===== config.mk =====
export PLATFORM = sky130hd
export DESIGN_NAME = bus_regs
export DESIGN_NICKNAME = d
export VERILOG_FILES = /design/src/disk_pkg.sv /design/src/bus_regs.sv
export SDC_FILE = /design/constraint.sdc
export NUM_CORES = 1
export LEC_CHECK = 0
export BUFFER_PORTS_ARGS = -buffer_cell sky130_fd_sc_hd__buf_4
export CORE_MARGIN = 2
export CORE_UTILIZATION = 35
export CTS_CLUSTER_SIZE = 10
export DETAILED_ROUTE_END_ITERATION = 6
export PLACE_DENSITY = 0.76
export SLEW_MARGIN = 20
export SYNTH_ARGS = -nofsm -noshare
export SYNTH_HDL_FRONTEND = slang
export SYNTH_SLANG_ARGS = --single-unit

===== constraint.sdc =====
create_clock -name clk_sys -period 3.99 [get_ports clk_sys]
set_input_delay 0.5985 -clock clk_sys [delete_from_list [all_inputs] [get_ports clk_sys]]
set_output_delay 0.5985 -clock clk_sys [all_outputs]
set_load 0.01 [all_outputs]

===== src/disk_pkg.sv =====
`default_nettype none

package disk_pkg;

	typedef logic [15:0] word_t;
	typedef logic [15:0] gaddr_t;
	typedef logic [31:0] lba_t;
	typedef logic [7:0]  baddr_t;
	typedef logic [7:0]  err_code_t;

	// Guest bus cycle as seen at the register decode
	typedef struct packed {
		gaddr_t addr;
		word_t  din;
		logic   sync;
		logic   we;
		logic   stb;
	} bus_cycle_t;

	typedef struct packed {
		gaddr_t addr;
		word_t  wdata;
		logic   we;
	} mem_req_t;

	typedef enum logic [1:0] {
		XF_RD_WORD,
		XF_WR_WORD,
		XF_SECT_TO_MEM,
		XF_MEM_TO_SECT
	} xfer_kind_t;

	typedef struct packed {
		xfer_kind_t kind;
		gaddr_t     addr;
		word_t      wdata;
		logic [8:0] count;
	} xfer_cmd_t;

	// Bit 0 of rd and wr is the unused hard-disk slot
	typedef struct packed {
		lba_t       lba;
		logic [2:0] rd;
		logic [2:0] wr;
	} sd_req_t;

	typedef struct packed {
		lba_t size;
		logic readonly;
	} img_info_t;

	localparam err_code_t ERR_OK       = 8'd0;
	localparam err_code_t ERR_READONLY = 8'd1;
	localparam err_code_t ERR_RANGE    = 8'd5;
	localparam err_code_t ERR_BAD_DISK = 8'd6;
	localparam err_code_t ERR_BAD_ARG  = 8'd10;

	localparam gaddr_t REG_LBA  = 16'o177132;
	localparam gaddr_t ERR_ADDR = 16'o52;

	localparam int SECTOR_WORDS = 256;
	localparam int NUM_SLOTS    = 2;

endpackage

`default_nettype wire


===== src/bus_regs.sv =====
`timescale 1ns/1ps
`default_nettype none

module bus_regs import disk_pkg::*; (
	input  logic       clk_sys,
	input  logic       reset,

	input  bus_cycle_t bus,
	output logic       bus_ack,

	output logic       start_valid,
	input  logic       start_ready,
	output gaddr_t     sp
);

	logic sel;
	logic stb_q;
	logic stb_rise;

	// Word-aligned match on write cycles
	assign sel      = bus.sync && bus.we && (bus.addr[15:1] == REG_LBA[15:1]);
	assign bus_ack  = bus.stb && sel;
	assign stb_rise = bus.stb && !stb_q;

	always_ff @(posedge clk_sys) begin
		if (reset) begin
			stb_q <= 1'b0;
		end else begin
			stb_q <= bus.stb;
		end
	end

	// A strobe while the controller is busy is acked but not queued
	always_ff @(posedge clk_sys) begin
		if (reset) begin
			start_valid <= 1'b0;
		end else if (start_valid && start_ready) begin
			start_valid <= 1'b0;
		end else if (stb_rise && sel && start_ready) begin
			start_valid <= 1'b1;
		end
	end

	always_ff @(posedge clk_sys) begin
		if (stb_rise && sel && start_ready && !start_valid) begin
			sp <= bus.din;
		end
	end

endmodule

`default_nettype wire


==> impl_metrics.ini <==
[outcome]
status = completed

[critical_path]
path_cells = buf_4, nor4b_1, nand4_1, nor3_1, buf_4
crit_top_cell = buf_4
cp_slowest_stage_delay_ns = 0.33
crit_required_ns = 3.39
path_delay_family = simple AND/OR/NAND/NOR gates
critical_path_buf_inv_count = 2
cp_max_fo = 3
start_kind = input port
slowest_stage = nor4b_1
arrival_ns = 1.62
critPathCaptureType = primary output
path_class = input port to primary output

[power_and_ir_drop]
p_per_area_nw_per_um2 = 299
p_leak_nw = 0.465
power.internal_mw = 0.267
p_switching_mw = 0.0563
vdd_drop_max_v = 0.000127
swShare_pct = 17.4
pwr-share-clk_pct = 27.3
pwr-share-comb_pct = 9.2
p_seq_share_pct = 63.5

[timing]
finalHoldViolations = 0
max_freq_ghz = 0.450
relSlewSlack_pct = 79.3
tns_ns = 0
drv_slew = 0
setup_viol = 0
final.min_clock_period_ns = 2.22
period_share_pct = 55.7
tightest_slew_ns = 0.307
finClkSkew_ns = 0.00727
rsz0062_at_grt = no

[yosys]
synth_area_per_cell_um2 = 18.7
yosys_warnings = 0
ys_seq_elements = 18
yosysTopAreaCell = edfxtp_1
netlist_instances = 33
ys_seq_area_share_pct = 84.6
netlist.area_leader.share_pct = 78.0
synth_area_leaders = edfxtp_1, dfxtp_1, nand4_1
synth_nets = 71
synth_area_um2 = 616
yosysUniqueCellTypes = 13

[clock_tree]
clock-sinks = 18
cts_resized = 0
cts_setup_buffers = 0
cts_tree = yes
clk_root_buffer_cell = clkbuf_4
clk_path_buf_depth = 2
path_clk_slew_ns = 0.09
cts.htree.levels = 1
clk_latency_ns = 0.28
holdBufCountCts = 0
cts_buffers = 3

[global_route]
grt_overflow = 0
grt_pass1_vias = 507
grt_pass1_wl_mm = 1.98
grt_max_degree = 17
grt_antenna_before_repair = 0
grtUsageTotal_pct = 13.5

[layout]
drive_gt1_share_pct = 65.2
diodes = 0
num-nets-final = 131
syn_to_final_growth_pct = 75.8
final_core_util_pct = 64.1

[detailed_routing]
antenna_left = 0
routed_wl_mm = 1.35
routedWlPerCell_um = 12.4
viasPerCell = 4.83
via_count = 526
dr.pass1.iters = 2
drtIter0Drc = 8
drc = 0

[floorplan]
dieArea_um2 = 2110
coreArea_um2 = 1690
rows = 15
io_pins = 56
die_h_um = 45.9
start_util_pct = 36.4
die_w_um = 45.9

[run]
max_cap_violations = 0

[placement]
port_buffers = 54
place_congestion = 0.663

[min_path]
hold_class = input port to flip-flop
==> registers in the layout, indices dropped and copies added (netlist names) <==
register	flops
start_valid	1
sp	16
stb_q	1
==> placed cells by master (no fill, tap or decap), drive strengths merged, types with 2 or more instances in the layout <==
cell type	netlist	layout
nand2	2	2
edfxtp	16	16
nand4	3	3
buf	0	55
clkbuf	0	4
nor2	2	2
dfxtp	2	2
==> final timing paths <==
| path | start | slack [ns] | cells after the start | to |
|---|---|---|---|---|
| worst min register to register | start_valid | 0.51 | 2 | start_valid |
| worst min-delay path | reset | 0.48 | 2 | stb_q |
| worst max register to register | start_valid | 2.64 | 3 | start_valid |
| worst max-delay path | bus[24] | 1.77 | 5 | bus_ack |
==> kinds of logic after synthesis <==
group,Yosys count,share of synthesized area [%]
DFF,18,84.6
and+or+nand+nor,14,14.0
AOI/OAI and AO/OA,1,1.42
==> cell usage after synthesis <==
cell / n
edfxtp_1: 16
nand4_1: 3
dfxtp_1: 2
nand2_1: 2
nor2_1: 2
and4b_1: 1
nor2b_1: 1
nor3_1: 1
nor4_1: 1
nor4b_1: 1
o21ai_2: 1
or3_1: 1
or4b_1: 1
==> metal layers <==
layer	part of all wire (%)	track usage (%)
met1	35	14.1
met2	50	24.2
met3	15	3.97
met4	0.59	6.86
met5	0	0
==> per-stage QoR <==
step | instances | power, mW | area (um^2) | setup slack, ns | hold slack [ns]
after floorplan | 33 | 0.212 | 616 | 0.850 | 0.502
after global placement | 105 | 0.239 | 1060 | 1.80 | 0.476
after detailed placement | 105 | 0.240 | 1060 | 1.79 | 0.495
after CTS | 109 | 0.328 | 1080 | 1.77 | 0.477
after global routing | 109 | 0.339 | 1080 | 1.65 | 0.465
final | 109 | 0.324 | 1080 | 1.77 | 0.484
==> final cells by class <==
cell class | instances | area, um^2
clock buffers | 4 | 26.3
fillers | 139 | 607
multi-input cells | 15 | 101
flip-flops and latches | 18 | 520
well taps | 17 | 21.3
repair buffers | 55 | 413
==> power by group through the flow <==
stage,sequential [mW],clock (mW),combinational (mW)
3_5_place_dp,0.210,0,0.0303
5_1_grt,0.205,0.101,0.0326
4_1_cts,0.205,0.0924,0.0304
3_3_place_gp,0.210,0,0.0294
6_report,0.205,0.0882,0.0299
2_1_floorplan,0.210,0,0.00258
(Power assumes the default switching activity.)
