<file path="src/disk_pkg.sv">
`default_nettype none

package disk_pkg;

	typedef logic [15:0] word_t;
	typedef logic [15:0] gaddr_t;
	typedef logic [31:0] lba_t;
	typedef logic [7:0]  baddr_t;
	typedef logic [7:0]  err_code_t;

	// Guest bus cycle as seen at the register decode
	typedef struct packed {
		gaddr_t addr;
		word_t  din;
		logic   sync;
		logic   we;
		logic   stb;
	} bus_cycle_t;

	typedef struct packed {
		gaddr_t addr;
		word_t  wdata;
		logic   we;
	} mem_req_t;

	typedef enum logic [1:0] {
		XF_RD_WORD,
		XF_WR_WORD,
		XF_SECT_TO_MEM,
		XF_MEM_TO_SECT
	} xfer_kind_t;

	typedef struct packed {
		xfer_kind_t kind;
		gaddr_t     addr;
		word_t      wdata;
		logic [8:0] count;
	} xfer_cmd_t;

	// Bit 0 of rd and wr is the unused hard-disk slot
	typedef struct packed {
		lba_t       lba;
		logic [2:0] rd;
		logic [2:0] wr;
	} sd_req_t;

	typedef struct packed {
		lba_t size;
		logic readonly;
	} img_info_t;

	localparam err_code_t ERR_OK       = 8'd0;
	localparam err_code_t ERR_READONLY = 8'd1;
	localparam err_code_t ERR_RANGE    = 8'd5;
	localparam err_code_t ERR_BAD_DISK = 8'd6;
	localparam err_code_t ERR_BAD_ARG  = 8'd10;

	localparam gaddr_t REG_LBA  = 16'o177132;
	localparam gaddr_t ERR_ADDR = 16'o52;

	localparam int SECTOR_WORDS = 256;
	localparam int NUM_SLOTS    = 2;

endpackage

`default_nettype wire

</file>
<file path="src/sd_link.sv">
`timescale 1ns/1ps
`default_nettype none

module sd_link import disk_pkg::*; #(
	parameter int NUM_SLOTS = disk_pkg::NUM_SLOTS,
	localparam int SLOT_W = (NUM_SLOTS > 1) ? $clog2(NUM_SLOTS) : 1
) (
	input  logic                 clk_sys,
	input  logic                 reset,

	input  logic                 sd_valid,
	output logic                 sd_ready,
	input  logic [SLOT_W-1:0]    slot,
	input  lba_t                 lba,
	input  logic                 sd_we,
	output logic                 sd_done,

	output sd_req_t              sd_req,
	input  logic                 sd_ack,

	input  logic [NUM_SLOTS-1:0] img_mounted,
	input  logic                 img_readonly,
	input  lba_t                 img_size,
	output img_info_t            info
);

	logic                 op_busy;
	logic                 ack_q;
	logic [NUM_SLOTS-1:0] mounted_q;
	logic [2:0]           req_rd;
	logic [2:0]           req_wr;
	lba_t                 req_lba;
	img_info_t            img_tab [NUM_SLOTS];

	assign sd_ready = !op_busy;
	assign sd_req   = '{lba: req_lba, rd: req_rd, wr: req_wr};
	assign info     = img_tab[slot];

	always_ff @(posedge clk_sys) begin
		if (reset) begin
			op_busy <= 1'b0;
			ack_q   <= 1'b0;
			sd_done <= 1'b0;
			req_rd  <= '0;
			req_wr  <= '0;
		end else begin
			ack_q   <= sd_ack;
			sd_done <= 1'b0;
			if (sd_valid && sd_ready) begin
				op_busy <= 1'b1;
				// Slot n sits on bit n+1
				if (sd_we) begin
					req_wr <= 3'b010 << slot;
				end else begin
					req_rd <= 3'b010 << slot;
				end
			end
			if (sd_ack && !ack_q) begin
				req_rd <= '0;
				req_wr <= '0;
			end
			if (!sd_ack && ack_q) begin
				op_busy <= 1'b0;
				sd_done <= 1'b1;
			end
		end
	end

	always_ff @(posedge clk_sys) begin
		if (sd_valid && sd_ready) begin
			req_lba <= lba;
		end
	end

	always_ff @(posedge clk_sys) begin
		if (reset) begin
			mounted_q <= '0;
			for (int i = 0; i < NUM_SLOTS; i++) begin
				img_tab[i] <= '0;
			end
		end else begin
			mounted_q <= img_mounted;
			for (int i = 0; i < NUM_SLOTS; i++) begin
				if (img_mounted[i] && !mounted_q[i]) begin
					img_tab[i] <= '{size: img_size, readonly: img_readonly};
				end
			end
		end
	end

endmodule

`default_nettype wire

</file>
<file path="config.mk">
export PLATFORM = sky130hd
export DESIGN_NAME = sd_link
export DESIGN_NICKNAME = d
export VERILOG_FILES = /design/src/disk_pkg.sv /design/src/sd_link.sv
export SDC_FILE = /design/constraint.sdc
export NUM_CORES = 1
export LEC_CHECK = 0
export BUFFER_PORTS_ARGS = -buffer_cell sky130_fd_sc_hd__buf_2
export CORE_MARGIN = 2
export CORE_UTILIZATION = 49
export DETAILED_ROUTE_END_ITERATION = 6
export PLACE_DENSITY_LB_ADDON = 0.12
export SLEW_MARGIN = 0
export SYNTH_ARGS = -nofsm -noshare
export SYNTH_HDL_FRONTEND = slang
export SYNTH_SLANG_ARGS = --single-unit
export TNS_END_PERCENT = 30
</file>
<file path="constraint.sdc">
create_clock -name clk_sys -period 3.1 [get_ports clk_sys]
set_input_delay 0.31 -clock clk_sys [delete_from_list [all_inputs] [get_ports clk_sys]]
set_output_delay 0.31 -clock clk_sys [all_outputs]
set_load 0.01 [all_outputs]
</file>
==> qor.yml <==
status: "finished clean"
drv_slew: 0
ys_seq_elements: 107
std_cell_rows: 32
cap_violations: 0
r2r-start: "mounted_q[0]$_SDFF_PP0_"
hold_viol: 0
area_delta_synth_final_pct: 23.5
cts_resized: 0
clkTransAtPathRegs_ns: 0.11
numCtsBuffers: 9
cts.sinks: 107
cts_tree: "done"
worst-r2r-setup-slack_ns: 1.64
slew_headroom_pct: 40.2
synth-xor-area-share_pct: 0
synth_top_area_cell: "edfxtp_1"
synthSimpleGateAreaFrac_pct: 7.89
diodes: 0
core_um2: 7810
finalWirelength_um: 6960
finalCritPeriodShare_pct: 60.2
place_inst: 447
drc: 0
hold_path.startpoint: "lba[10]"
drtPass1Iterations: 6
synthDistinctLibCells: 20
hold_depth: 1
yosys_warnings: 0
worst_clock_skew_ns: 0.0111
dpl.hpwl_um: 4640
endpoint_kind: "output port"
crit_start: "slot"
critPathMostFrequentCell: "buf_2"
finalSetupTns_ns: 0
whs_endpoint: "req_lba[10]$_DFFE_PP_"
cts_hold_buf: 0
clock_path_buffers: 2
grt-ovfl-total: 0
peakVddDrop_v: 0.000278
ant_nets: 0
report.final.setup_viol: 0
powerDensity_nw_per_um2: 563
cts_setup_buffers: 0
setup.worst_path.class: "in2out"
synth_top_area_share_pct: 73.7
path_buf_inv: 2
vias_per_cell: 4.79
grt_pass1_vias: 2162
track_usage_pct: 15.9
reg2regPathDepth: 2
antenna_found_initial: 0
crit_cells: 3
synth_fa_ha_area_share_pct: 0
synthMuxAreaShare_pct: 10.3
drive_gt1_share_pct: 54.8
max_slew.worst_pin.slew_ns: 0.897
grt_max_degree: 37
max_freq_mhz: 536
synth_compound_area_share_pct: 0.752
p_leak_nw: 2.11
drt-initial-drc-count: 83
grt_pass1_wl_um: 10400
crit_arrival_ns: 1.55
r2r-end: "img_tab[0][7]$_DFFE_PP_"
syn_inst: 210
layout_min_cycle_time_ns: 1.86
yosysSeqAreaShare_pct: 78.2
die-area_um2: 8890
start_util_pct: 51.2
numPortBuffers: 143
synth_area_um2: 3990
nets: 429
cpMaxStageDelayCell: "buf_2"
crit_chain: "buf_2, mux2_2, buf_2"
cp_top_family: "buffers and inverters"
rsz0062_at_grt: "false"
synth_top_family_by_area: "multiplexers"
worstPathMaxFanout: 36
place.gp.congestion: 0.724
instances_no_fill: 463
vias: 2219
die_x_um: 94.3
wire_per_inst_um: 15.0
insertion_delay_ns: 0.36
syn_avg_cell_area_um2: 19.0
ios: 146
slowest_delay_ns: 0.63
startpoint_type: "input port"
die_h_um: 94.3
synth_area_leaders: "edfxtp_1 74%, mux2_2 9.3%, and2_1 5.2%"
cts_root_buffer: "clkbuf_8"
min_path_type: "in2reg"
htreeDepth: 3
crit_required_ns: 2.79
## report_power, final
part	switching (mW)	internal, mW
clock network	0.472	0.298
logic	0.156	0.137
registers	0.0221	1.69
total	0.651	2.12
## worst register-to-register path, stage by stage (launching register included)
cell      delay (ns)
dfxtp_1         0.31
nand2b_4        0.15
nand2b_2        0.63
## registers in the layout, summed over array words and instances, names as in the netlist
register and cells:
img_tab 66, op_busy 1, sd_done 1, req_lba 32, ack_q 1, req_rd 2, mounted_q 2, req_wr 2
## how the worst max path moves through the flow
stage / end / slack, ns
global route: info[0] / 1.17
floorplan: req_lba[0]$_DFFE_PP_ / 0.89
CTS: info[0] / 1.24
detailed placement: info[0] / 1.24
finish: info[0] / 1.24
global placement: info[0] / 1.25
## layer usage
metal | vias to the layer above | track usage [%] | share of wire (%) | wire length [µm]
met2 | 89 | 26.9 | 51 | 3530
met3 | 6 | 4.98 | 8.4 | 587
met1 | 1064 | 18.4 | 40 | 2780
met4 | 0 | 7.37 | 0.88 | 61
li1 | 1060 | - | - | -
met5 | - | 0 | 0 | 0
## stage by stage
stage | worst slack (ns) | hold WS [ns] | power (mW) | utilization [%] | cell area [µm²]
6_report | 1.24 | 0.114 | 2.78 | 63.2 | 4930
4_1_cts | 1.24 | 0.0924 | 2.80 | 63.2 | 4930
3_5_place_dp | 1.24 | 0.466 | 2.04 | 60.9 | 4760
3_3_place_gp | 1.25 | 0.462 | 2.04 | 60.9 | 4760
5_1_grt | 1.17 | 0.0902 | 2.88 | 63.2 | 4930
2_1_floorplan | 0.886 | 0.381 | 1.91 | - | 4000
## cell usage in the layout, fill, tap and decap left out
cell and n:
nand2b_4 2, inv_6 2, nor2b_2 1, mux2i_1 4, buf_4 1, conb_1 2, clkinv_1 2, nand3b_1 1
dfxtp_1 9, inv_1 3, nand2b_2 2, nor2b_1 3, nor3_1 1, buf_2 143, clkbuf_8 9, o22ai_1 1
edfxtp_1 98, inv_8 1, mux2_2 33, nor3b_2 1, nor2_1 5, clkinvlp_4 2, and2_1 33, a21o_1 1
a21oi_4 1
## Yosys cell counts (all sizes together)
cell type  instances
edfxtp            98
and2              33
mux2              33
buf                9
dfxtp              9
nor2               5
mux2i              4
nand2b             4
nor2b              4
inv                3
a21o               1
a21oi              1
clkbuf             1
conb               1
nand3b             1
nor3               1
nor3b              1
o22ai              1
## logic make-up after synthesis
| family | Yosys count |
|---|---|
| AO/OA/AOI/OAI | 3 |
| buffers and inverters | 13 |
| flip-flops | 107 |
| multiplexers | 37 |
| other | 1 |
| AND/OR/NAND/NOR | 49 |
## layout make-up
type	instances	area (µm²)
well taps	102	128
clock buffers	9	124
flip-flops and latches	107	3120
clock inverters	7	51.3
multi-input cells	91	772
fillers	624	2880
repair buffers	144	723
inverters	3	11.3
Power figures use the tool's default switching activity.
