`src/disk_pkg.sv`:
```
`default_nettype none

package disk_pkg;

	typedef logic [15:0] word_t;
	typedef logic [15:0] gaddr_t;
	typedef logic [31:0] lba_t;
	typedef logic [7:0]  baddr_t;
	typedef logic [7:0]  err_code_t;

	// Guest bus cycle as seen at the register decode
	typedef struct packed {
		gaddr_t addr;
		word_t  din;
		logic   sync;
		logic   we;
		logic   stb;
	} bus_cycle_t;

	typedef struct packed {
		gaddr_t addr;
		word_t  wdata;
		logic   we;
	} mem_req_t;

	typedef enum logic [1:0] {
		XF_RD_WORD,
		XF_WR_WORD,
		XF_SECT_TO_MEM,
		XF_MEM_TO_SECT
	} xfer_kind_t;

	typedef struct packed {
		xfer_kind_t kind;
		gaddr_t     addr;
		word_t      wdata;
		logic [8:0] count;
	} xfer_cmd_t;

	// Bit 0 of rd and wr is the unused hard-disk slot
	typedef struct packed {
		lba_t       lba;
		logic [2:0] rd;
		logic [2:0] wr;
	} sd_req_t;

	typedef struct packed {
		lba_t size;
		logic readonly;
	} img_info_t;

	localparam err_code_t ERR_OK       = 8'd0;
	localparam err_code_t ERR_READONLY = 8'd1;
	localparam err_code_t ERR_RANGE    = 8'd5;
	localparam err_code_t ERR_BAD_DISK = 8'd6;
	localparam err_code_t ERR_BAD_ARG  = 8'd10;

	localparam gaddr_t REG_LBA  = 16'o177132;
	localparam gaddr_t ERR_ADDR = 16'o52;

	localparam int SECTOR_WORDS = 256;
	localparam int NUM_SLOTS    = 2;

endpackage

`default_nettype wire

```
`src/xfer_engine.sv`:
```
`timescale 1ns/1ps
`default_nettype none

module xfer_engine import disk_pkg::*; (
	input  logic      clk_sys,
	input  logic      reset,

	input  logic      cmd_valid,
	output logic      cmd_ready,
	input  xfer_cmd_t cmd,
	output logic      done,
	output word_t     rdata,

	output logic      mem_valid,
	input  logic      mem_ready,
	output mem_req_t  mem_req,
	input  logic      mem_rvalid,
	input  word_t     mem_rdata,

	output baddr_t    rbuf_addr,
	input  word_t     rbuf_q,
	output baddr_t    wbuf_addr,
	output word_t     wbuf_data,
	output logic      wbuf_we
);

	typedef enum logic [2:0] {
		XS_IDLE, XS_FETCH, XS_LOAD, XS_REQ, XS_RESP
	} xstate_t;

	xstate_t    state;
	xfer_kind_t kind;
	baddr_t     idx;
	logic [8:0] remaining;
	logic       last;

	assign cmd_ready = (state == XS_IDLE);
	assign mem_valid = (state == XS_REQ);
	assign rbuf_addr = idx;

	// Single-word kinds always finish after one access
	assign last = (kind == XF_RD_WORD) || (kind == XF_WR_WORD) || (remaining == 9'd1);

	always_ff @(posedge clk_sys) begin
		if (reset) begin
			state   <= XS_IDLE;
			done    <= 1'b0;
			wbuf_we <= 1'b0;
		end else begin
			done    <= 1'b0;
			wbuf_we <= 1'b0;
			case (state)
				XS_IDLE:
					if (cmd_valid) begin
						kind          <= cmd.kind;
						idx           <= '0;
						remaining     <= cmd.count;
						mem_req.addr  <= cmd.addr;
						mem_req.wdata <= cmd.wdata;
						mem_req.we    <= (cmd.kind == XF_WR_WORD) ||
						                 (cmd.kind == XF_SECT_TO_MEM);
						state         <= (cmd.kind == XF_SECT_TO_MEM) ? XS_FETCH : XS_REQ;
					end
				// One cycle of buffer read latency
				XS_FETCH:
					state <= XS_LOAD;
				XS_LOAD: begin
					mem_req.wdata <= rbuf_q;
					state         <= XS_REQ;
				end
				XS_REQ:
					if (mem_ready) begin
						if (!mem_req.we) begin
							state <= XS_RESP;
						end else if (last) begin
							done  <= 1'b1;
							state <= XS_IDLE;
						end else begin
							idx          <= idx + 8'd1;
							remaining    <= remaining - 9'd1;
							mem_req.addr <= mem_req.addr + 16'd2;
							state        <= XS_FETCH;
						end
					end
				XS_RESP:
					if (mem_rvalid) begin
						rdata     <= mem_rdata;
						wbuf_data <= mem_rdata;
						wbuf_addr <= idx;
						wbuf_we   <= (kind == XF_MEM_TO_SECT);
						if (last) begin
							done  <= 1'b1;
							state <= XS_IDLE;
						end else begin
							idx          <= idx + 8'd1;
							remaining    <= remaining - 9'd1;
							mem_req.addr <= mem_req.addr + 16'd2;
							state        <= XS_REQ;
						end
					end
				default:
					state <= XS_IDLE;
			endcase
		end
	end

endmodule

`default_nettype wire

```
`config.mk`:
```
export PLATFORM = sky130hd
export DESIGN_NAME = xfer_engine
export DESIGN_NICKNAME = d
export VERILOG_FILES = /design/src/disk_pkg.sv /design/src/xfer_engine.sv
export SDC_FILE = /design/constraint.sdc
export NUM_CORES = 1
export LEC_CHECK = 0
export ABC_CLOCK_PERIOD_IN_PS = 5400
export BUFFER_PORTS_ARGS = -buffer_cell sky130_fd_sc_hd__buf_2
export CAP_MARGIN = 5
export CORE_AREA = 2 2 99 101
export CTS_BUF_LIST = sky130_fd_sc_hd__clkbuf_4 sky130_fd_sc_hd__clkbuf_8 sky130_fd_sc_hd__clkbuf_16
export DETAILED_ROUTE_END_ITERATION = 10
export DIE_AREA = 0 0 101 103
export PLACE_DENSITY = 0.75
export SLEW_MARGIN = 10
export SYNTH_ARGS = -nofsm -noshare
export SYNTH_HDL_FRONTEND = slang
export SYNTH_SLANG_ARGS = --single-unit
```
`constraint.sdc`:
```
create_clock -name clk_sys -period 5.4 [get_ports clk_sys]
set_input_delay 0.54 -clock clk_sys [delete_from_list [all_inputs] [get_ports clk_sys]]
set_output_delay 0.54 -clock clk_sys [all_outputs]
set_load 0.02 [all_outputs]
```
==> impl_results.md <==
* Status: finished clean
* Seq/Total Area, Yosys at 60.8%
* Post_cts resized at 0
* Switching power total at a little over 0.4 mW
* PwrDens at 300 nW/um^2
* Post-synth ARST share at 0%
* RSZ-0062 raised after global routing: no
* Hold slack at 0.364 ns
* Nets at 584
* CTS tree: done
* Number of synthesized flops with an enable pin at 76
* Gr usage total at between 10% and 20%
* CTS Hold Bufs at 0
* Detailed Place HPWL at 6430 um
* WL final at 8810 um
* Hold endpoint: wbuf_data[0]
* Commonest non-fill, non-tap cell in the layout: buf_2
* Area Overhead vs Synth at 25.7%
* Core area at 9460 sq um
* # clock sinks at 81
* Least-Margin Pin Slew at 1.17 ns
* Setup repair bufs after CTS at 0
* Finish-stage setup viols at 0
* Hold depth at 1
* Synthesized flop and latch total at 81
* First-pass GRT wire length at 13900 um
* Net Sw Frac at 27.6%
* Post-route DRC at 0
* Clock Pin Slew Worst Setup and Hold Paths at approximately 0.080 ns
* CP Capture Type: flop
* P_leak at 2.01 nW
* H-tree Lvls at 3
* CTS Buf Count at 9
* Cells after Synth at 355
* CTS root buffer: clkbuf_8
* Critical Path RT at 5.42 ns
* I/O Buffers at 164
* Setup crit start kind: flop
* Synth top area share at between 50% and 60%
* Peak VDD IR at 126 uV
* Top_reg_cell synth: edfxtp_1
* Routed vias/inst at 5.13
* Gate power share at 17.6%
* Ratio of cells with drive above 1 in the final layout at 38.1%
* CTS max path bufs at 2
* Core Util, Final at between 50% and 60%
* Synth cell types at 38
* Syn Area/Cell at ~11 sq um
* Yosys top cell by area: edfxtp_1
* Die Y at 103 um
* Final period utilization at 44.5%
* Row count at 36
* Routed Antenna Nets at 0
* ANT cells at 0
* Syn Nets at between 400 and 500
* FMAX at 417 MHz
* Tmin final at 2.40 ns
* Die width at 101 um
* Worst Hold Class: in2reg
* Vias in the first global route at 2962
* Vias at approximately 3200
* Initial Utilization at 41.4%
* Largest net degree at the start of global routing at 41
* Total grt overflow at 0
* Yosys warnings at 0
* Die area at 10400 sq um
* Number of max-cap violations at 0
* Worst Path Arrival at 2.42 ns
* Rel. slew slack at 21.6%
* Drt first-iter violations at 168
* Post-Place Cell Area at 4720 sq um
* Synth area leaders: edfxtp_1 (58%), nand2_1 (4.9%), o21ai_0 (4.9%), xnor2_1 (3.6%), buf_4 (3.3%)
* Int Power at 1.07 mW
* RR Endpoint: remaining[5]
* Initial antenna violation count at 0
* Reg2Reg Setup Slack at 3.00 ns
* Post-route cell area at 4920 sq um
* Most frequent cells in the layout: buf_2 (164), edfxtp_1 (76), nand2_1 (51), o21ai_0 (38), a21oi_1 (21)
* Max-slew violations at 0
* CP max FO at 24
* Fin. Hold Viols at 0
* Fillers at 849
* First-pass iteration count of the detailed router at 4
* Setup TNS at 0 ns
* Clk pwr share at ~29%
* Clk Latency, worst-skew pair at 0.35 ns
* Worst r2r path cells at 4
* Design Power at between 1 and 1.5 mW
* Routability congestion estimate at about 0.80
* DR WL/cell at 14.3 um
* Ports at 165
* Clk_skew at 0.00739 ns
* Sequential share of power at a little over half
* Critical Setup Path Class: reg2reg
* Hold Startpoint: mem_rdata[0]
* FF-to-FF Start: state[1]
* Post-Syn Area at 3920 sq um
worst max path at each step:
stage	start	to	slack [ns]
4_1_cts	state[2]	wbuf_data[6]	2.94
3_5_place_dp	cmd_valid	rbuf_addr[3]	2.64
6_report	state[1]	remaining[5]	3.00
5_1_grt	state[1]	remaining[7]	2.78
2_1_floorplan	cmd_valid	mem_req[18]	0.01
3_3_place_gp	cmd_valid	rbuf_addr[3]	2.82
power groups by stage:
stage | Clock (mW) | Sequential [mW] | Combinational, mW
6_report | 0.422 | 0.795 | 0.260
5_1_grt | 0.459 | 0.803 | 0.292
4_1_cts | 0.436 | 0.795 | 0.264
3_5_place_dp | 0 | 0.809 | 0.263
3_3_place_gp | 0 | 0.806 | 0.256
2_1_floorplan | 0 | 0.840 | 0.133
logic make-up (layout without fill, tap and decap cells):
| family | count (synthesis) | count (layout) | synth area share, % |
|---|---|---|---|
| AO/OA/AOI/OAI | 72 | 72 | 10.4 |
| XOR/XNOR | 21 | 21 | 4.70 |
| adder cells (fa/ha/maj) | 5 | 5 | 1.60 |
| buffers and inverters | 45 | 194 | 6.26 |
| flip-flops | 81 | 81 | 60.8 |
| AND/OR/NAND/NOR | 131 | 131 | 16.3 |
cell usage after synthesis, types with 2 or more instances:
master and number:
and2_1 3, nor2_1 18, a21oi_1 22, ha_1 5
nor2b_1 2, o21ai_1 2, nor4bb_1 2, o21ai_0 38
edfxtp_1 76, nand4_1 4, xor2_1 5, or3_1 7
buf_4 17, inv_1 10, nand3_1 19, buf_2 4
dfxtp_1 5, nand2_1 51, nor3_1 10, and3_1 5
or3b_1 2, nor4_1 3, o21a_1 2, clkbuf_1 13
nand3b_1 2, xnor2_1 16
stage by stage:
| step | instances | setup WS, ns |
|---|---|---|
| final | 618 | 3.00 |
| after global routing | 618 | 2.78 |
| after CTS | 617 | 2.94 |
| after detailed placement | 601 | 2.64 |
| after global placement | 601 | 2.82 |
| after floorplan | 355 | 0.0118 |
worst max-delay path, cell delays in order (launching register included):
cell and delay, ns:
dfxtp_1 0.56, or3b_1 0.28, nand2_1 0.41, a2111oi_2 0.43, buf_4 0.38
state kept, by name (all words and copies together) (netlist names):
signal / count
rbuf_addr: 8
wbuf_data: 16
wbuf_we: 1
mem_req: 33
state: 3
kind: 2
wbuf_addr: 8
done: 1
remaining: 9
layout make-up:
type / instances / area (sq um) / area share, %
Sequential cell: 81 / 2380 / 48.4
Multi-Input combinational cell: 229 / 1310 / 26.6
Timing Repair Buffer: 168 / 858 / 17.4
Clock buffer: 16 / 189 / 3.84
Tap cell: 114 / 143 / 2.90
Inverter: 10 / 37.5 / 0.763
per-layer routing:
layer | track usage [%] | vias up | part of all wire, %
li1 | - | 1541 | -
met1 | 21.7 | 1480 | 42
met2 | 28.5 | 136 | 49
met3 | 4.14 | 15 | 7.2
met4 | 7.90 | 0 | 2.2
met5 | 0 | - | 0
Note: power is estimated with default switching activity, not from simulation.
